`config.mk`:
```
export PLATFORM = sky130hd
export DESIGN_NAME = miss_handler
export DESIGN_NICKNAME = d
export VERILOG_FILES = /design/src/hdl/axi_lite_pkg.sv /design/src/hdl/rab_cfg_pkg.sv /design/src/hdl/miss_handler.sv /design/src/hdl/miss_fifo.sv
export SDC_FILE = /design/constraint.sdc
export NUM_CORES = 1
export LEC_CHECK = 0
export ABC_AREA = 0
export CORE_MARGIN = 2
export CORE_UTILIZATION = 41
export CTS_BUF_LIST = sky130_fd_sc_hd__clkbuf_16
export CTS_CLUSTER_DIAMETER = 40
export DETAILED_ROUTE_END_ITERATION = 8
export DONT_BUFFER_PORTS = 1
export SLEW_MARGIN = 20
export SYNTH_ARGS = -nofsm -noshare
export SYNTH_HDL_FRONTEND = slang
export SYNTH_SLANG_ARGS = --single-unit
```
`constraint.sdc`:
```
create_clock -name Clk_CI -period 3.8 [get_ports Clk_CI]
set_input_delay 0.57 -clock Clk_CI [delete_from_list [all_inputs] [get_ports Clk_CI]]
set_output_delay 0.57 -clock Clk_CI [all_outputs]
set_load 0.02 [all_outputs]
```
`src/hdl/axi_lite_pkg.sv`:
```
/*
  AXI4-Lite channel bundles for a 32-bit address, 64-bit data slave.
  Only the signals used by the RAB configuration port are carried (no prot).
*/
package axi_lite_pkg;

  localparam int unsigned AXI_ADDR_WIDTH = 32;
  localparam int unsigned AXI_DATA_WIDTH = 64;

  typedef logic [AXI_ADDR_WIDTH-1:0]   axi_addr_t;
  typedef logic [AXI_DATA_WIDTH-1:0]   axi_data_t;
  typedef logic [AXI_DATA_WIDTH/8-1:0] axi_strb_t;
  typedef logic [1:0]                  axi_resp_t;

  localparam axi_resp_t RESP_OKAY = 2'b00;

  // manager side of all five channels
  typedef struct packed {
    axi_addr_t aw_addr;
    logic      aw_valid;
    axi_data_t w_data;
    axi_strb_t w_strb;
    logic      w_valid;
    logic      b_ready;
    axi_addr_t ar_addr;
    logic      ar_valid;
    logic      r_ready;
  } axi_lite_req_t;

  // slave side of all five channels
  typedef struct packed {
    logic      aw_ready;
    logic      w_ready;
    axi_resp_t b_resp;
    logic      b_valid;
    logic      ar_ready;
    axi_data_t r_data;
    axi_resp_t r_resp;
    logic      r_valid;
  } axi_lite_rsp_t;

endpackage
```
`src/hdl/rab_cfg_pkg.sv`:
```
/*
  RAB configuration map and miss record types.
  Offsets below CFG_AREA_SIZE are the control area, slices start there.
  Addresses from L2_AREA_BASE upwards are accepted but have no target.
*/
package rab_cfg_pkg;

  // field widths of one slice
  localparam int unsigned ADDR_WIDTH_VIRT = 32;
  localparam int unsigned ADDR_WIDTH_PHYS = 40;
  localparam int unsigned N_FLAGS         = 4;
  localparam int unsigned MISS_META_WIDTH = 10;

  localparam int unsigned CFG_AREA_SIZE = 'h20;   // end of the control area
  localparam int unsigned L2_AREA_BASE  = 'h4000; // no L2 behind this window

  // control area offsets
  localparam int unsigned OFS_MH_ADDR = 'h00;
  localparam int unsigned OFS_MH_META = 'h08;
  localparam int unsigned OFS_CONF    = 'h0C;

  typedef logic [63:0] cfg_word_t;

  typedef logic [ADDR_WIDTH_VIRT-1:0] miss_addr_t;
  typedef logic [MISS_META_WIDTH-1:0] miss_meta_t;

  typedef struct packed {
    miss_addr_t addr;
    miss_meta_t meta;
    logic       valid;
  } miss_t;

  // one accepted write, en is high for a single cycle
  typedef struct packed {
    axi_lite_pkg::axi_addr_t addr;
    axi_lite_pkg::axi_data_t data;
    axi_lite_pkg::axi_strb_t strb;
    logic                    en;
  } wr_cmd_t;

  typedef struct packed {
    axi_lite_pkg::axi_addr_t addr;
  } rd_req_t;

endpackage

```
`src/hdl/miss_handler.sv`:
```
/*
  Miss capture into an address FIFO and a metadata FIFO, plus the two-bit
  config register (bit 0 disables both FIFOs, bit 1 allows L1 multi-hit).
  A miss wins over a software push in the same cycle, the push is lost.
*/
module miss_handler
  import axi_lite_pkg::*, rab_cfg_pkg::*;
#(
  parameter int unsigned MH_FIFO_DEPTH = 4
)
(
  input  logic      Clk_CI,
  input  logic      Rst_RBI,
  input  miss_t     miss_i,
  input  wr_cmd_t   wr_cmd_i,
  input  rd_req_t   rd_req_i,
  input  logic      rd_pop_i,
  output axi_data_t rd_data_o,
  output logic      mh_fifo_full_o,
  output logic      l1_allow_multi_hit_o
);

  logic [1:0] conf_q;
  logic       fifos_off;
  logic       miss_ok;
  logic       any_full;
  logic       sw_addr_wr;
  logic       sw_meta_wr;
  logic       rd_sel_addr;
  logic       rd_sel_meta;

  logic       addr_push;
  logic       addr_pop;
  logic       addr_full;
  logic       addr_empty;
  miss_addr_t addr_din;
  miss_addr_t addr_head;

  logic       meta_push;
  logic       meta_pop;
  logic       meta_full;
  logic       meta_empty;
  miss_meta_t meta_din;
  miss_meta_t meta_head;

  assign fifos_off            = conf_q[0];
  assign l1_allow_multi_hit_o = conf_q[1];

  assign miss_ok        = miss_i.valid & ~fifos_off;
  assign any_full       = addr_full | meta_full;
  assign mh_fifo_full_o = miss_ok & any_full;  // this miss is dropped

  assign sw_addr_wr  = wr_cmd_i.en && (wr_cmd_i.addr == OFS_MH_ADDR) && !fifos_off;
  assign sw_meta_wr  = wr_cmd_i.en && (wr_cmd_i.addr == OFS_MH_META) && !fifos_off;
  assign rd_sel_addr = (rd_req_i.addr == OFS_MH_ADDR);
  assign rd_sel_meta = (rd_req_i.addr == OFS_MH_META);

  // push selection, a miss always goes into both FIFOs together
  always_comb
  begin
    addr_push = 1'b0;
    meta_push = 1'b0;
    addr_din  = wr_cmd_i.data[ADDR_WIDTH_VIRT-1:0];
    meta_din  = wr_cmd_i.data[MISS_META_WIDTH-1:0];
    if (miss_ok)
    begin
      addr_push = ~any_full;
      meta_push = ~any_full;
      addr_din  = miss_i.addr;
      meta_din  = miss_i.meta;
    end
    else
    begin
      addr_push = sw_addr_wr & ~addr_full;
      meta_push = sw_meta_wr & ~meta_full;
    end
  end

  assign addr_pop = rd_pop_i & rd_sel_addr & ~addr_empty;
  assign meta_pop = rd_pop_i & rd_sel_meta & ~meta_empty;

  always_comb
  begin
    rd_data_o = '0;
    if (rd_sel_addr)
    begin
      if (!addr_empty)
        rd_data_o[ADDR_WIDTH_VIRT-1:0] = addr_head;
    end
    else if (rd_sel_meta)
    begin
      rd_data_o[31] = meta_empty;
      if (!meta_empty)
        rd_data_o[MISS_META_WIDTH-1:0] = meta_head;
    end
    else if (rd_req_i.addr == OFS_CONF)
      rd_data_o[1:0] = conf_q;
  end

  always_ff @(posedge Clk_CI or negedge Rst_RBI)
  begin
    if (!Rst_RBI)
      conf_q <= 2'b00;
    else if (wr_cmd_i.en && (wr_cmd_i.addr == OFS_CONF))
      conf_q <= wr_cmd_i.data[1:0];
  end

  miss_fifo #(
    .payload_t (miss_addr_t),
    .DEPTH     (MH_FIFO_DEPTH)
  ) addr_fifo_inst (
    .Clk_CI  (Clk_CI),
    .Rst_RBI (Rst_RBI),
    .push_i  (addr_push),
    .data_i  (addr_din),
    .pop_i   (addr_pop),
    .data_o  (addr_head),
    .full_o  (addr_full),
    .empty_o (addr_empty)
  );

  miss_fifo #(
    .payload_t (miss_meta_t),
    .DEPTH     (MH_FIFO_DEPTH)
  ) meta_fifo_inst (
    .Clk_CI  (Clk_CI),
    .Rst_RBI (Rst_RBI),
    .push_i  (meta_push),
    .data_i  (meta_din),
    .pop_i   (meta_pop),
    .data_o  (meta_head),
    .full_o  (meta_full),
    .empty_o (meta_empty)
  );

endmodule

```
`src/hdl/miss_fifo.sv`:
```
/*
  Small FIFO for one miss payload. A push when full and a pop when empty
  are ignored. data_o is undefined while empty_o is high.
*/
module miss_fifo #(
  parameter type         payload_t = logic,
  parameter int unsigned DEPTH     = 4
)
(
  input  logic     Clk_CI,
  input  logic     Rst_RBI,
  input  logic     push_i,
  input  payload_t data_i,
  input  logic     pop_i,
  output payload_t data_o,
  output logic     full_o,
  output logic     empty_o
);

  localparam int unsigned PTR_W = (DEPTH > 1) ? $clog2(DEPTH) : 1;
  localparam int unsigned CNT_W = $clog2(DEPTH + 1);

  payload_t         mem_q [DEPTH];
  logic [PTR_W-1:0] wr_ptr_q;
  logic [PTR_W-1:0] rd_ptr_q;
  logic [CNT_W-1:0] count_q;
  logic             push_ok;
  logic             pop_ok;

  function automatic logic [PTR_W-1:0] next_ptr(input logic [PTR_W-1:0] ptr);
    if (ptr == PTR_W'(DEPTH - 1))
      return '0;
    return ptr + 1'b1;
  endfunction

  assign full_o  = (count_q == CNT_W'(DEPTH));
  assign empty_o = (count_q == '0);
  assign push_ok = push_i & ~full_o;
  assign pop_ok  = pop_i & ~empty_o;
  assign data_o  = mem_q[rd_ptr_q];

  always_ff @(posedge Clk_CI)
  begin
    if (push_ok)
      mem_q[wr_ptr_q] <= data_i;
  end

  always_ff @(posedge Clk_CI or negedge Rst_RBI)
  begin
    if (!Rst_RBI)
    begin
      wr_ptr_q <= '0;
      rd_ptr_q <= '0;
      count_q  <= '0;
    end
    else
    begin
      if (push_ok)
        wr_ptr_q <= next_ptr(wr_ptr_q);
      if (pop_ok)
        rd_ptr_q <= next_ptr(rd_ptr_q);
      if (push_ok && !pop_ok)
        count_q <= count_q + 1'b1;
      else if (pop_ok && !push_ok)
        count_q <= count_q - 1'b1;
    end
  end

  // the owner is expected to gate pushes with full_o
  a_no_push_full : assert property (@(posedge Clk_CI) disable iff (!Rst_RBI)
    push_i |-> !full_o)
    else $error("push while FIFO full");

endmodule

```
==> key figures <==
Yosys
  – Post-synth EDFFs: between 150 and 200
  – Synthesized area: a little over 8000 um^2
  – Syn avg cell area: approximately 15 um^2
  – Fraction of registers with async set/reset: 0.0870
  – Yosys Warn Count: 0
  – Seq/Total Area, Yosys: 0.658
  – Post-synth cell types: 38
  – Commonest register cell after synthesis: edfxtp_1
  – Mapped Cells: between 500 and 600
  – Synth Register Bits: 184

STA
  – F_max: ~330 MHz
  – Final hold violation count: 0
  – Relative slew margins: 0.453
  – Final Critical Period: roughly 3.0 ns
  – Final setup violating endpoints: 0
  – RSZ-0062 raised after global routing: false
  – Setup TNS: 0 ns
  – Worst Skew: ~0.0084 ns
  – Final setup margin: approximately 0.8 ns
  – Post-route clock period utilization: 0.789
  – Least-Margin Pin Slew: between 0.8 and 0.9 ns
  – Final Max Slew Viols: 0

Setup path
  – Critical Path End Type: output port
  – Worst EP arrival: approximately 2.4 ns
  – Crit Path Max Fanout: 22
  – Worst Path Required: about 3.2 ns
  – Type of the worst setup path: reg2out
  – Startpoint type of the worst setup path: flop

Route
  – DR iter-0 viols: 210
  – Post-route antenna net violation count: 0
  – Avg WL per Cell: roughly 20 um
  – Final wirelength: ~16000 um
  – Vias: 4399
  – DR pass1 iterations: 4
  – Drc violations: 0
  – Vias/cell: 5.24

Clock network
  – Hold_buf cts: 1
  – Max clock buf depth: 2
  – CTS tree: built
  – # resized after CTS: 0
  – CTS root buffer: clkbuf_16
  – Post-CTS setup buffer count: 0
  – Clk sinks: about 180
  – Cts bufs inserted: 17
  – Skew-Pair Late Insertion Delay: approximately 0.42 ns
  – Reg clk slew, reported paths: 0.07 ns
  – # H-tree levels: 4

Placement
  – DP HPWL: between 10000 and 15000 um
  – Gp weighted congestion: about 0.75
  – Port bufs: 0
  – Pre-CTS WS: approximately 0.76 ns

Global route
  – Overflow after GRT: 0
  – Initial antenna violation count: 0
  – First-pass GRT wire length: around 25000 um
  – Vias in the first global route: between 4000 and 5000
  – Gr usage total: 0.158
  – Largest net degree at the start of global routing: 33

Die
  – Die W: about 150 um
  – FP Rows: between 50 and 60
  – Initial Util: 0.421
  – Die area: 21300 um^2
  – I/O pins: between 200 and 250
  – Die Height: between 100 and 150 um
  – Core box area: slightly below 20000 um^2

Pwr
  – Peak supply drop: 0.000309 V
  – Cell Pwr Density: ~600 nW/um^2
  – LEAKAGE: about 0.0033 uW
  – Overall Power: ~5400 uW

Flow run
  – Max-cap viol count: 0

Layout
  – Ant diodes: 0
  – Share of post-route cells with drive strength above 1: 0.207
  – Nets: between 700 and 800
  – Area growth, synth to finish: 11.0%

Min path
  – Hold crit path type: in2reg

Run status
  – Status: completed
-- cell type report --
| type | instances | area (um^2) |
|---|---|---|
| clock buffers | 17 | 425 |
| clock inverters | 15 | 149 |
| multi-input cells | 322 | 2560 |
| inverters | 17 | 63.8 |
| fillers | 1759 | 10500 |
| well taps | 265 | 332 |
| repair buffers | 20 | 203 |
| flip-flops and latches | 184 | 5450 |
-- path summary, 6_finish.rpt --
path	slack [ns]	endpoint	start	depth (start not counted)
worst max-delay path	0.80	rd_data_o[25]	addr_fifo_inst.rd_ptr_q[0]	3
worst min-delay path	0.29	conf_q[0]	wr_cmd_i[9]	1
worst max register to register	1.05	addr_fifo_inst.count_q[2]	conf_q[0]	10
worst min register to register	0.50	addr_fifo_inst.count_q[2]	addr_fifo_inst.count_q[2]	1
max in group asynchronous	2.56	addr_fifo_inst.rd_ptr_q[0]	Rst_RBI	1
min in group asynchronous	0.68	meta_fifo_inst.count_q[2]	Rst_RBI	1
-- where the power goes --
group / switching [uW] / leakage [uW] / internal [uW]
registers: 135 / 0.00174 / 2690
logic: 522 / 0.00125 / 366
clock network: 814 / 0.000284 / 879
total: 1470 / 0.00328 / 3940
-- stage by stage --
stage,util,hold slack [ns],cells,instance area [um^2]
final,0.467,0.293,840,9180
after CTS,0.467,0.275,840,9180
after floorplan,-,0.274,577,8390
after global routing,0.467,0.272,840,9180
after detailed placement,0.438,0.275,807,8600
after global placement,0.438,0.275,807,8600
-- worst max-delay path, stage by stage, from the launching register on --
cell and delay (ns):
dfrtp_2 0.83, buf_4 0.37, mux4_2 0.56, nor2b_1 0.22
-- flip-flops by register name, indices dropped and copies added, names as in the netlist --
name                     count
addr_fifo_inst.count_q       3
addr_fifo_inst.mem_q       128
addr_fifo_inst.rd_ptr_q      2
addr_fifo_inst.wr_ptr_q      2
conf_q                       2
meta_fifo_inst.count_q       3
meta_fifo_inst.mem_q        40
meta_fifo_inst.rd_ptr_q      2
meta_fifo_inst.wr_ptr_q      2
-- synth_stat cells (all sizes together) (2+ instances only) --
library cell	number	area, um^2
nor2	16	60.1
o2bb2ai	8	70.1
ha	12	150
a221o	2	20.0
buf	37	264
a21boi	2	37.5
mux4	42	946
or4	2	18.8
and2	8	55.1
dfrtp	16	400
nand2	123	462
edfxtp	168	5040
xnor2	2	17.5
nor4	12	75.1
and4	4	35.0
nor3	4	25.0
nor2b	24	150
mux2	12	150
xor2	4	35.0
fa	2	40.0
nand4	2	12.5
nand3	2	10.0
inv	17	63.8
clkbuf	17	63.8
-- routing by layer --
layer  wire length (um)  part of all wire  GRT usage  up-vias
met3                834             0.051     0.0378       12
met2               8780              0.53      0.278      151
met5                  0                 0          0        -
met1               6650              0.40      0.193     2250
li1                   -                 -          -     1986
met4                183             0.011     0.0500        0
-- layout by cell type (no fill, tap or decap), drive strengths merged, types with 2 or more instances in the layout --
cell and count:
edfxtp 168, nand2 123, mux4 42, conb 32, inv 28, nor2b 24, buf 19, clkbuf 17
nor2 16, dfrtp 16, nor4 12, ha 12, mux2 12, o2bb2ai 8, and2 8, and4 4
xor2 4, nor3 4, clkinv 3, nand4 2, a221o 2, a21boi 2, xnor2 2, fa 2
nand3 2, or4 2
-- cell families after synthesis --
family,synth area share
and+or+nand+nor,0.115
DFF,0.658
buffers and inverters,0.0473
muxes,0.133
adders and majority gates,0.0230
AOI/OAI and AO/OA,0.0169
xor gates and xnor gates,0.00635
other,0.000453
Note: power is estimated with default switching activity, not from simulation.
