### config.mk
export PLATFORM = sky130hd
export DESIGN_NAME = axi_lite_slave
export DESIGN_NICKNAME = d
export VERILOG_FILES = /design/src/hdl/axi_lite_pkg.sv /design/src/hdl/rab_cfg_pkg.sv /design/src/hdl/axi_lite_slave.sv
export SDC_FILE = /design/constraint.sdc
export NUM_CORES = 1
export LEC_CHECK = 0
export ABC_AREA = 1
export BUFFER_PORTS_ARGS = -buffer_cell sky130_fd_sc_hd__buf_4
export CAP_MARGIN = 40
export CORE_AREA = 5 5 159 161
export DETAILED_ROUTE_END_ITERATION = 10
export DIE_AREA = 0 0 164 166
export PLACE_DENSITY = 0.55
export SLEW_MARGIN = 20
export SYNTH_ARGS = -nofsm -noshare
export SYNTH_HDL_FRONTEND = slang
export SYNTH_SLANG_ARGS = --single-unit
### constraint.sdc
create_clock -name Clk_CI -period 4.7 [get_ports Clk_CI]
set_clock_uncertainty 0.1 [all_clocks]
set_input_delay 0.47 -clock Clk_CI [delete_from_list [all_inputs] [get_ports Clk_CI]]
set_output_delay 0.47 -clock Clk_CI [all_outputs]
set_load 0.05 [all_outputs]
### src/hdl/axi_lite_pkg.sv
/*
  AXI4-Lite channel bundles for a 32-bit address, 64-bit data slave.
  Only the signals used by the RAB configuration port are carried (no prot).
*/
package axi_lite_pkg;

  localparam int unsigned AXI_ADDR_WIDTH = 32;
  localparam int unsigned AXI_DATA_WIDTH = 64;

  typedef logic [AXI_ADDR_WIDTH-1:0]   axi_addr_t;
  typedef logic [AXI_DATA_WIDTH-1:0]   axi_data_t;
  typedef logic [AXI_DATA_WIDTH/8-1:0] axi_strb_t;
  typedef logic [1:0]                  axi_resp_t;

  localparam axi_resp_t RESP_OKAY = 2'b00;

  // manager side of all five channels
  typedef struct packed {
    axi_addr_t aw_addr;
    logic      aw_valid;
    axi_data_t w_data;
    axi_strb_t w_strb;
    logic      w_valid;
    logic      b_ready;
    axi_addr_t ar_addr;
    logic      ar_valid;
    logic      r_ready;
  } axi_lite_req_t;

  // slave side of all five channels
  typedef struct packed {
    logic      aw_ready;
    logic      w_ready;
    axi_resp_t b_resp;
    logic      b_valid;
    logic      ar_ready;
    axi_data_t r_data;
    axi_resp_t r_resp;
    logic      r_valid;
  } axi_lite_rsp_t;

endpackage
### src/hdl/rab_cfg_pkg.sv
/*
  RAB configuration map and miss record types.
  Offsets below CFG_AREA_SIZE are the control area, slices start there.
  Addresses from L2_AREA_BASE upwards are accepted but have no target.
*/
package rab_cfg_pkg;

  // field widths of one slice
  localparam int unsigned ADDR_WIDTH_VIRT = 32;
  localparam int unsigned ADDR_WIDTH_PHYS = 40;
  localparam int unsigned N_FLAGS         = 4;
  localparam int unsigned MISS_META_WIDTH = 10;

  localparam int unsigned CFG_AREA_SIZE = 'h20;   // end of the control area
  localparam int unsigned L2_AREA_BASE  = 'h4000; // no L2 behind this window

  // control area offsets
  localparam int unsigned OFS_MH_ADDR = 'h00;
  localparam int unsigned OFS_MH_META = 'h08;
  localparam int unsigned OFS_CONF    = 'h0C;

  typedef logic [63:0] cfg_word_t;

  typedef logic [ADDR_WIDTH_VIRT-1:0] miss_addr_t;
  typedef logic [MISS_META_WIDTH-1:0] miss_meta_t;

  typedef struct packed {
    miss_addr_t addr;
    miss_meta_t meta;
    logic       valid;
  } miss_t;

  // one accepted write, en is high for a single cycle
  typedef struct packed {
    axi_lite_pkg::axi_addr_t addr;
    axi_lite_pkg::axi_data_t data;
    axi_lite_pkg::axi_strb_t strb;
    logic                    en;
  } wr_cmd_t;

  typedef struct packed {
    axi_lite_pkg::axi_addr_t addr;
  } rd_req_t;

endpackage

### src/hdl/axi_lite_slave.sv
/*
  AXI4-Lite slave front end, one write and one read in flight at most.
  Responses are always OKAY. rdata is held from the first rvalid cycle
  until the R handshake, so late register changes are not seen by the bus.
*/
module axi_lite_slave
  import axi_lite_pkg::*, rab_cfg_pkg::*;
(
  input  logic          Clk_CI,
  input  logic          Rst_RBI,
  input  axi_lite_req_t axi_req_i,
  output axi_lite_rsp_t axi_rsp_o,
  input  axi_data_t     rd_data_i,
  output wr_cmd_t       wr_cmd_o,
  output rd_req_t       rd_req_o,
  output logic          rd_pop_o
);

  logic      aw_ready_q;
  logic      w_ready_q;
  logic      wr_en_q;
  logic      b_valid_q;
  logic      r_valid_q;
  logic      r_hold_q;

  axi_addr_t aw_addr_q;
  axi_data_t w_data_q;
  axi_strb_t w_strb_q;
  axi_addr_t ar_addr_q;
  axi_data_t r_data_q;

  logic      aw_hs;
  logic      w_hs;
  logic      b_hs;
  logic      ar_hs;
  logic      r_hs;

  assign aw_hs = aw_ready_q & axi_req_i.aw_valid;
  assign w_hs  = w_ready_q & axi_req_i.w_valid;
  assign b_hs  = b_valid_q & axi_req_i.b_ready;
  assign ar_hs = ~r_valid_q & axi_req_i.ar_valid; // arready is the inverse of rvalid
  assign r_hs  = r_valid_q & axi_req_i.r_ready;

  // payload capture, no reset needed
  always_ff @(posedge Clk_CI)
  begin
    if (aw_hs)
      aw_addr_q <= axi_req_i.aw_addr;
    if (w_hs)
    begin
      w_data_q <= axi_req_i.w_data;
      w_strb_q <= axi_req_i.w_strb;
    end
    if (ar_hs)
      ar_addr_q <= axi_req_i.ar_addr;
    if (r_valid_q && !r_hold_q)
      r_data_q <= rd_data_i;  // freeze the word seen in the first rvalid cycle
  end

  // write side: AW and W in any order, then one enable, then B
  always_ff @(posedge Clk_CI or negedge Rst_RBI)
  begin
    if (!Rst_RBI)
    begin
      aw_ready_q <= 1'b1;
      w_ready_q  <= 1'b1;
      wr_en_q    <= 1'b0;
      b_valid_q  <= 1'b0;
    end
    else
    begin
      if (aw_hs)
        aw_ready_q <= 1'b0;
      else if (b_hs)
        aw_ready_q <= 1'b1;

      if (w_hs)
        w_ready_q <= 1'b0;
      else if (b_hs)
        w_ready_q <= 1'b1;

      // fires on the later of the two acceptances only
      wr_en_q <= (aw_hs || !aw_ready_q) && (w_hs || !w_ready_q) && (aw_ready_q || w_ready_q);

      if (wr_en_q)
        b_valid_q <= 1'b1;
      else if (b_hs)
        b_valid_q <= 1'b0;
    end
  end

  // read side
  always_ff @(posedge Clk_CI or negedge Rst_RBI)
  begin
    if (!Rst_RBI)
    begin
      r_valid_q <= 1'b0;
      r_hold_q  <= 1'b0;
    end
    else
    begin
      if (ar_hs)
        r_valid_q <= 1'b1;
      else if (r_hs)
        r_valid_q <= 1'b0;

      if (r_hs)
        r_hold_q <= 1'b0;
      else if (r_valid_q)
        r_hold_q <= 1'b1;
    end
  end

  always_comb
  begin
    axi_rsp_o          = '0;
    axi_rsp_o.aw_ready = aw_ready_q;
    axi_rsp_o.w_ready  = w_ready_q;
    axi_rsp_o.b_resp   = RESP_OKAY;
    axi_rsp_o.b_valid  = b_valid_q;
    axi_rsp_o.ar_ready = ~r_valid_q;
    axi_rsp_o.r_data   = r_hold_q ? r_data_q : rd_data_i;
    axi_rsp_o.r_resp   = RESP_OKAY;
    axi_rsp_o.r_valid  = r_valid_q;
  end

  always_comb
  begin
    wr_cmd_o.addr = aw_addr_q;
    wr_cmd_o.data = w_data_q;
    wr_cmd_o.strb = w_strb_q;
    wr_cmd_o.en   = wr_en_q;
  end

  assign rd_req_o.addr = ar_addr_q;
  assign rd_pop_o      = r_hs;  // FIFO heads only leave on a completed read

  // every enable gets its own B, none is committed while one is pending
  a_b_after_write : assert property (@(posedge Clk_CI) disable iff (!Rst_RBI)
    wr_en_q |-> !b_valid_q)
    else $error("write committed while a response is still pending");

  a_rdata_stable : assert property (@(posedge Clk_CI) disable iff (!Rst_RBI)
    (axi_rsp_o.r_valid && !axi_req_i.r_ready) |=> $stable(axi_rsp_o.r_data))
    else $error("rdata changed during a stalled read");

endmodule

==> key figures, run 1 <==
STA
  • Fin crit share: a little under two thirds
  • RSZ-0062 raised after global routing: no
  • Fmax: around 330 MHz
  • # setup viols final: 0
  • Post-route minimum period: between 3 and 4 ns
  • Post-route setup TNS: 0 ns
  • Max transition margin: 53.69%
  • Final Worst Setup Slack: 1.697 ns
  • Worst Max-Slew Pin Slew: a little under 0.7 ns
  • Final Hold Fails: 0
  • Fin. max-slew vios: 0

Yosys
  • Post-synthesis instance area: roughly 7200 sq um
  • Synth top area share: 83.64%
  • Mux cell area share after synthesis: 0%
  • Top-count cell post-synth: nand2_1
  • Largest family of logic cells by synthesized area: simple AND/OR/NAND/NOR gates
  • Commonest register cell after synthesis: edfxtp_1
  • Async SR Flop Fraction: slightly below 3%
  • Sequential area share after synthesis: 85.76%
  • Top post-synthesis cells by area: edfxtp_1 84%, nand2_1 11%, buf_4 1.7%
  • Synth warn: 0
  • Compound-Gate Fraction of Synth Area: less than 1%
  • Area leader, netlist: edfxtp_1
  • Adder-Cell Fraction of Synth Area: 0%
  • Post-synth EDFFs: 200
  • Top post-synthesis cells by count: 202 x nand2_1, 200 x edfxtp_1, 16 x buf_4
  • Synth Area in Simple Gates: 10.77%
  • Synth Register Bits: roughly 210
  • Fraction of synthesized cell area in xor and xnor cells: 0%
  • Post-Synthesis Cells: 450
  • Post-synthesis cell type count: 14
  • Mapped Avg Cell Area: approximately 16 sq um

Clock tree
  • CTS root buf: clkbuf_16
  • Clk buf depth: 3
  • # clock sinks: 206
  • Clock latency on the worst-skew pair: 0.50 ns
  • Htree depth: 1
  • CTS tree: yes
  • Cts bufs inserted: 23
  • Post-CTS sizing: 0
  • Clk slew on worst S/H paths: roughly 0.06 ns

Power
  • Pleak: 0.005004 uW
  • Pwr Density: ~690 nW/um^2
  • Sw power: 3436 uW
  • Int Power: between 4000 and 5000 uW
  • Peak VDD IR: roughly 0.00043 V
  • Net Sw Frac: between 40% and 50%
  • Flop pwr share: roughly a third
  • Logic pwr share: 44.8%
  • Power share of the clock group: 21.5%

Place
  • Dpl hpwl: roughly 18000 um
  • Cells after DPL: roughly 1200
  • RD Place Congestion: 0.8006
  • Setup WS pre-CTS: approximately 2.2 ns
  • Placed cell areas: 10610 sq um
  • # port buffers: roughly 410

Floorplan
  • Die area: 27220 sq um
  • Initial Util: between 30% and 40%
  • FP Rows: 57
  • Chip Height: 166 um
  • Number of I/O pins: between 400 and 500
  • Die Width: about 160 um
  • Core box area: between 20000 and 25000 sq um

Global routing
  • GRT overflow: 0
  • GRT Util Overall: 16.37%
  • Initial antenna violation count: 0
  • Vias in the first global route: between 5000 and 6000
  • Largest net degree at the start of global routing: 66
  • First-pass GRT wire length: approximately 33000 um

Setup path
  • WP data required: around 4.1 ns
  • CP delay by family, top: buffers and inverters
  • CP max FO: 65
  • Critical path startpoint category: register
  • Critical path depth in cells: 5
  • CP max-delay cell: buf_4
  • Critical path buffer and inverter count: 3
  • Max incr delay on CP: around 0.55 ns
  • Critical Path End Type: primary output
  • R2r worst-path depth: 4
  • Critical path class: reg2out
  • Crit-path cells: buf_4 -> inv_4 -> nand2_1 -> nand2_1 -> buf_4
  • CP arrival: 2.43 ns

Layout
  • Diode count: 0
  • Area grow syn2layout: 57.81%
  • Multi-input gate area: approximately 820 sq um
  • Fin nets: 1084
  • Layout cell share with drive strength beyond 1: roughly half
  • # fillers: 2230
  • Post-Layout Cell Count: roughly 1200
  • Final Cell Area: 11330 sq um
  • Seq. cell area: just over 6000 sq um

Worst hold path
  • WHS Path Cells: 1
  • Worst Hold Class: in2reg

Run status
  • Outcome: finished, final reports clean

Routing
  • DRC violation total after the first TritonRoute iteration: roughly 320
  • DRC errors left: 0
  • Via count: 4995
  • Final ANT Viol Nets: 0
  • Vias per cell: around 4.1
  • Routed wire per std cell: 19.05 um
  • 1st-pass router iterations: 4
  • Post-Route WL: between 20000 and 25000 um

Flow run
  • Maxcap violations: 0
==> through the flow <==
stage                     util [%]  total power, uW  hold slack (ns)
final                        47.57             7847          0.03295
after floorplan                  -             5119          0.07441
after CTS                    47.57             7950         0.006274
after global routing         47.57             8216         0.002487
after detailed placement     44.55             6237           0.1987
after global placement       44.37             6209           0.2009
==> worst register-to-register path, stage by stage (launching register included) <==
cell	delay, ns
dfrtp_1	0.50
inv_1	0.14
nor2_4	0.49
buf_12	0.28
buf_4	0.25
==> power by group through the flow <==
| stage | logic (uW) | clock network (uW) | registers [uW] |
|---|---|---|---|
| floorplan | 1820 | 0 | 3290 |
| global placement | 3530 | 0 | 2680 |
| detailed placement | 3560 | 0 | 2680 |
| CTS | 3560 | 1740 | 2650 |
| global route | 3700 | 1830 | 2680 |
| finish | 3510 | 1690 | 2640 |
==> metal layers <==
metal / track usage, % / vias up / wire (um)
li1: - / 2403 / -
met3: 6.478 / 41 / 2291
met1: 18.71 / 2318 / 8563
met2: 28.17 / 233 / 11700
met4: 4.996 / 0 / 604
met5: 0 / - / 0
==> registers in the layout, summed over array words and instances, names as in the netlist, 8 cells and up <==
signal and count:
aw_addr_q 32, w_strb_q 8, w_data_q 64, r_data_q 64
rd_req_o 32
==> what timing repair did <==
action / CTS / global route
hold buffers: 1 / 0
endpoints found under the setup margin: 0 / 0
setup buffers: 0 / 0
endpoints found under the hold margin: 6 / 0
==> logic make-up after synthesis <==
logic type	Yosys count
AO/OA/AOI/OAI	4
buffers and inverters	33
flip-flops	206
other	1
AND/OR/NAND/NOR	206
==> layout make-up <==
| class | instances | share of cell area [%] |
|---|---|---|
| repair buffers | 422 | 28.20 |
| flip-flops and latches | 206 | 54.36 |
| multi-input cells | 214 | 7.243 |
| well taps | 324 | 3.577 |
| inverters | 10 | 0.3533 |
| clock buffers | 31 | 5.521 |
| clock inverters | 9 | 0.7508 |
==> cell usage in the layout, fill, tap and decap left out, drive strengths merged <==
cell	instances
a21o	1
dfstp	2
bufinv	1
conb	4
o21ai	3
dfrtp	4
buf	421
nand2	202
nor2	4
clkinv	7
edfxtp	200
clkbuf	31
inv	11
dlygate4sd3	1
==> path summary, 6_finish.rpt <==
path,startpoint,endpoint,slack (ns)
worst max register to register,r_valid_q,r_data_q[20],2.64
min in group asynchronous,Rst_RBI,r_valid_q,0.25
worst min register to register,wr_en_q,b_valid_q,0.37
worst min-delay path,axi_req_i[76],w_data_q[32],0.03
worst max-delay path,r_hold_q,axi_rsp_o[55],1.70
max in group asynchronous,Rst_RBI,aw_ready_q,4.04
Power figures use the tool's default switching activity.
==> run 2, diff against run 1 <==
==> constraint.sdc (replaced) <==
create_clock -name Clk_CI -period 3 [get_ports Clk_CI]
set_clock_uncertainty 0.1 [all_clocks]
set_input_delay 0.3 -clock Clk_CI [delete_from_list [all_inputs] [get_ports Clk_CI]]
set_output_delay 0.3 -clock Clk_CI [all_outputs]
set_load 0.05 [all_outputs]
==> key figures, run 2 (synthesis gave the netlist of run 1 again) <==
Global routing
  • GRT Util Overall: around 17%
  • Vias in the first global route: 6329
  • GRT overflow: 0
  • Grt met1 use: between 10% and 20%
  • First-pass GRT wire length: 36620 um
  • Busiest grt layer: met2
  • Largest net degree at the start of global routing: 65
  • GR Util met3: 5.907%
  • Met2 Track Usage GR: between 30% and 40%
  • Initial antenna violation count: 0

STA
  • RSZ-0062 raised after global routing: no
  • Final Hold Fails: 0
  • Post-route setup TNS: 0 ns
  • Fmax: ~420 MHz
  • Fin. max-slew vios: 0
  • Post-route minimum period: 2.368 ns
  • # setup viols final: 0
  • Fin crit share: around four fifths

Floorplan
  • FP Rows: 57
  • Chip Height: about 170 um
  • Die Width: 164 um
  • Die area: about 27000 sq um
  • Number of I/O pins: between 400 and 500
  • Initial Util: 30.14%
  • Core box area: between 20000 and 25000 sq um

Layout
  • Biggest regs: r_data_q x64, w_data_q x64
  • Layout cell share with drive strength beyond 1: roughly two fifths
  • Multi-input gate area: slightly above 800 sq um
  • Fin nets: 1292
  • Area grow syn2layout: 85.85%
  • Diode count: 0
  • # fillers: around 2000
  • Most common cell after layout, fill and taps aside: buf_4
  • Seq. cell area: 6160 sq um
  • Most frequent cells in the layout: 420 x buf_4, 208 x dlygate4sd3_1, 202 x nand2_1

Clock tree
  • Post-CTS sizing: 0
  • Clk buf depth: 3
  • Cts bufs inserted: 23
  • Clk slew on worst S/H paths: around 0.05 ns
  • Post-cts hold buffer count: 208
  • Htree depth: 1
  • Clock latency on the worst-skew pair: 0.51 ns
  • Setup Buffers After CTS: 0
  • CTS root buf: clkbuf_16
  • CTS tree: yes
  • # clock sinks: around 210

Setup path
  • WP data required: around 2.6 ns
  • Critical Path End Type: primary output
  • CP max FO: 32
  • Crit path from: r_hold_q
  • Worst r2r src: r_hold_q
  • FF-to-FF End: r_data_q[20]
  • Setup slack, reg-to-reg: roughly 1.2 ns
  • Critical path startpoint category: register
  • R2r worst-path depth: 3
  • Critical path class: reg2out
  • CP arrival: slightly below 2 ns

Worst hold path
  • Hold path endpoint: r_hold_q
  • WHS Path Cells: 4
  • Hold Startpoint: axi_req_i[0]
  • Worst Hold Class: in2reg

Flow run
  • Maxcap violations: 0

Power
  • Pwr Density: 931.4 nW/um^2
  • Pleak: about 0.006 uW
  • Pwr Total: about 12000 uW
  • Peak VDD IR: 0.0005305 V

Place
  • Dpl hpwl: 17360 um
  • # port buffers: ~410
  • RD Place Congestion: just under 0.8

Routing
  • Routed wire per std cell: about 17 um
  • Via count: 5852
  • Final ANT Viol Nets: 0
  • Post-Route WL: 24820 um
  • Vias per cell: 4.118
  • 1st-pass router iterations: 6
  • DRC errors left: 0
  • DRC violation total after the first TritonRoute iteration: about 240

Run status
  • Outcome: finished, final reports clean
run 2: routing by layer:
| metal | vias to the layer above | part of all wire, % |
|---|---|---|
| met2 | 271 | 52 |
| li1 | 2812 | - |
| met4 | 0 | 2.3 |
| met1 | 2737 | 37 |
| met5 | - | 0 |
| met3 | 32 | 9.1 |
run 2: how the worst max path moves through the flow:
stage / endpoint / slack, ns / depth (start not counted)
6_report: axi_rsp_o[62] / 0.63 / 5
5_1_grt: axi_rsp_o[62] / 0.51 / 5
4_1_cts: axi_rsp_o[62] / 0.57 / 5
3_5_place_dp: axi_rsp_o[62] / 1.14 / 5
3_3_place_gp: axi_rsp_o[62] / 1.13 / 5
2_1_floorplan: r_data_q[0] / 0.1 / 2
run 2: power by group:
group,internal (uW),switching [uW]
clock,1400,1090
combinational,1620,4160
sequential,3940,223
run 2: per-stage QoR:
step                      util [%]  instance area, sq um  hold WS (ns)  worst slack (ns)  std cells
after floorplan                  -                  7194      -0.09559           0.09824        453
after global placement       44.57                 10620       0.02118             1.130       1176
after detailed placement     44.57                 10620       0.02385             1.136       1176
after CTS                    56.02                 13350       0.01744            0.5690       1421
after global routing         56.02                 13350       0.05989            0.5103       1421
final                        56.02                 13350       0.04469            0.6316       1421
run 2: cell type report:
cell class,instances,area share [%]
Sequential cell,206,46.16
Multi-Input combinational cell,214,6.150
Clock inverter,8,0.3656
Timing Repair Buffer,630,39.53
Tap cell,324,3.038
Inverter,10,0.2813
Clock buffer,29,4.482
run 2: critical path, cell delays in order, from the launching register on:
cell and delay [ns]:
dfrtp_2 0.56, inv_2 0.10, buf_4 0.34, nand2_1 0.09
nand2_1 0.14, buf_4 0.22
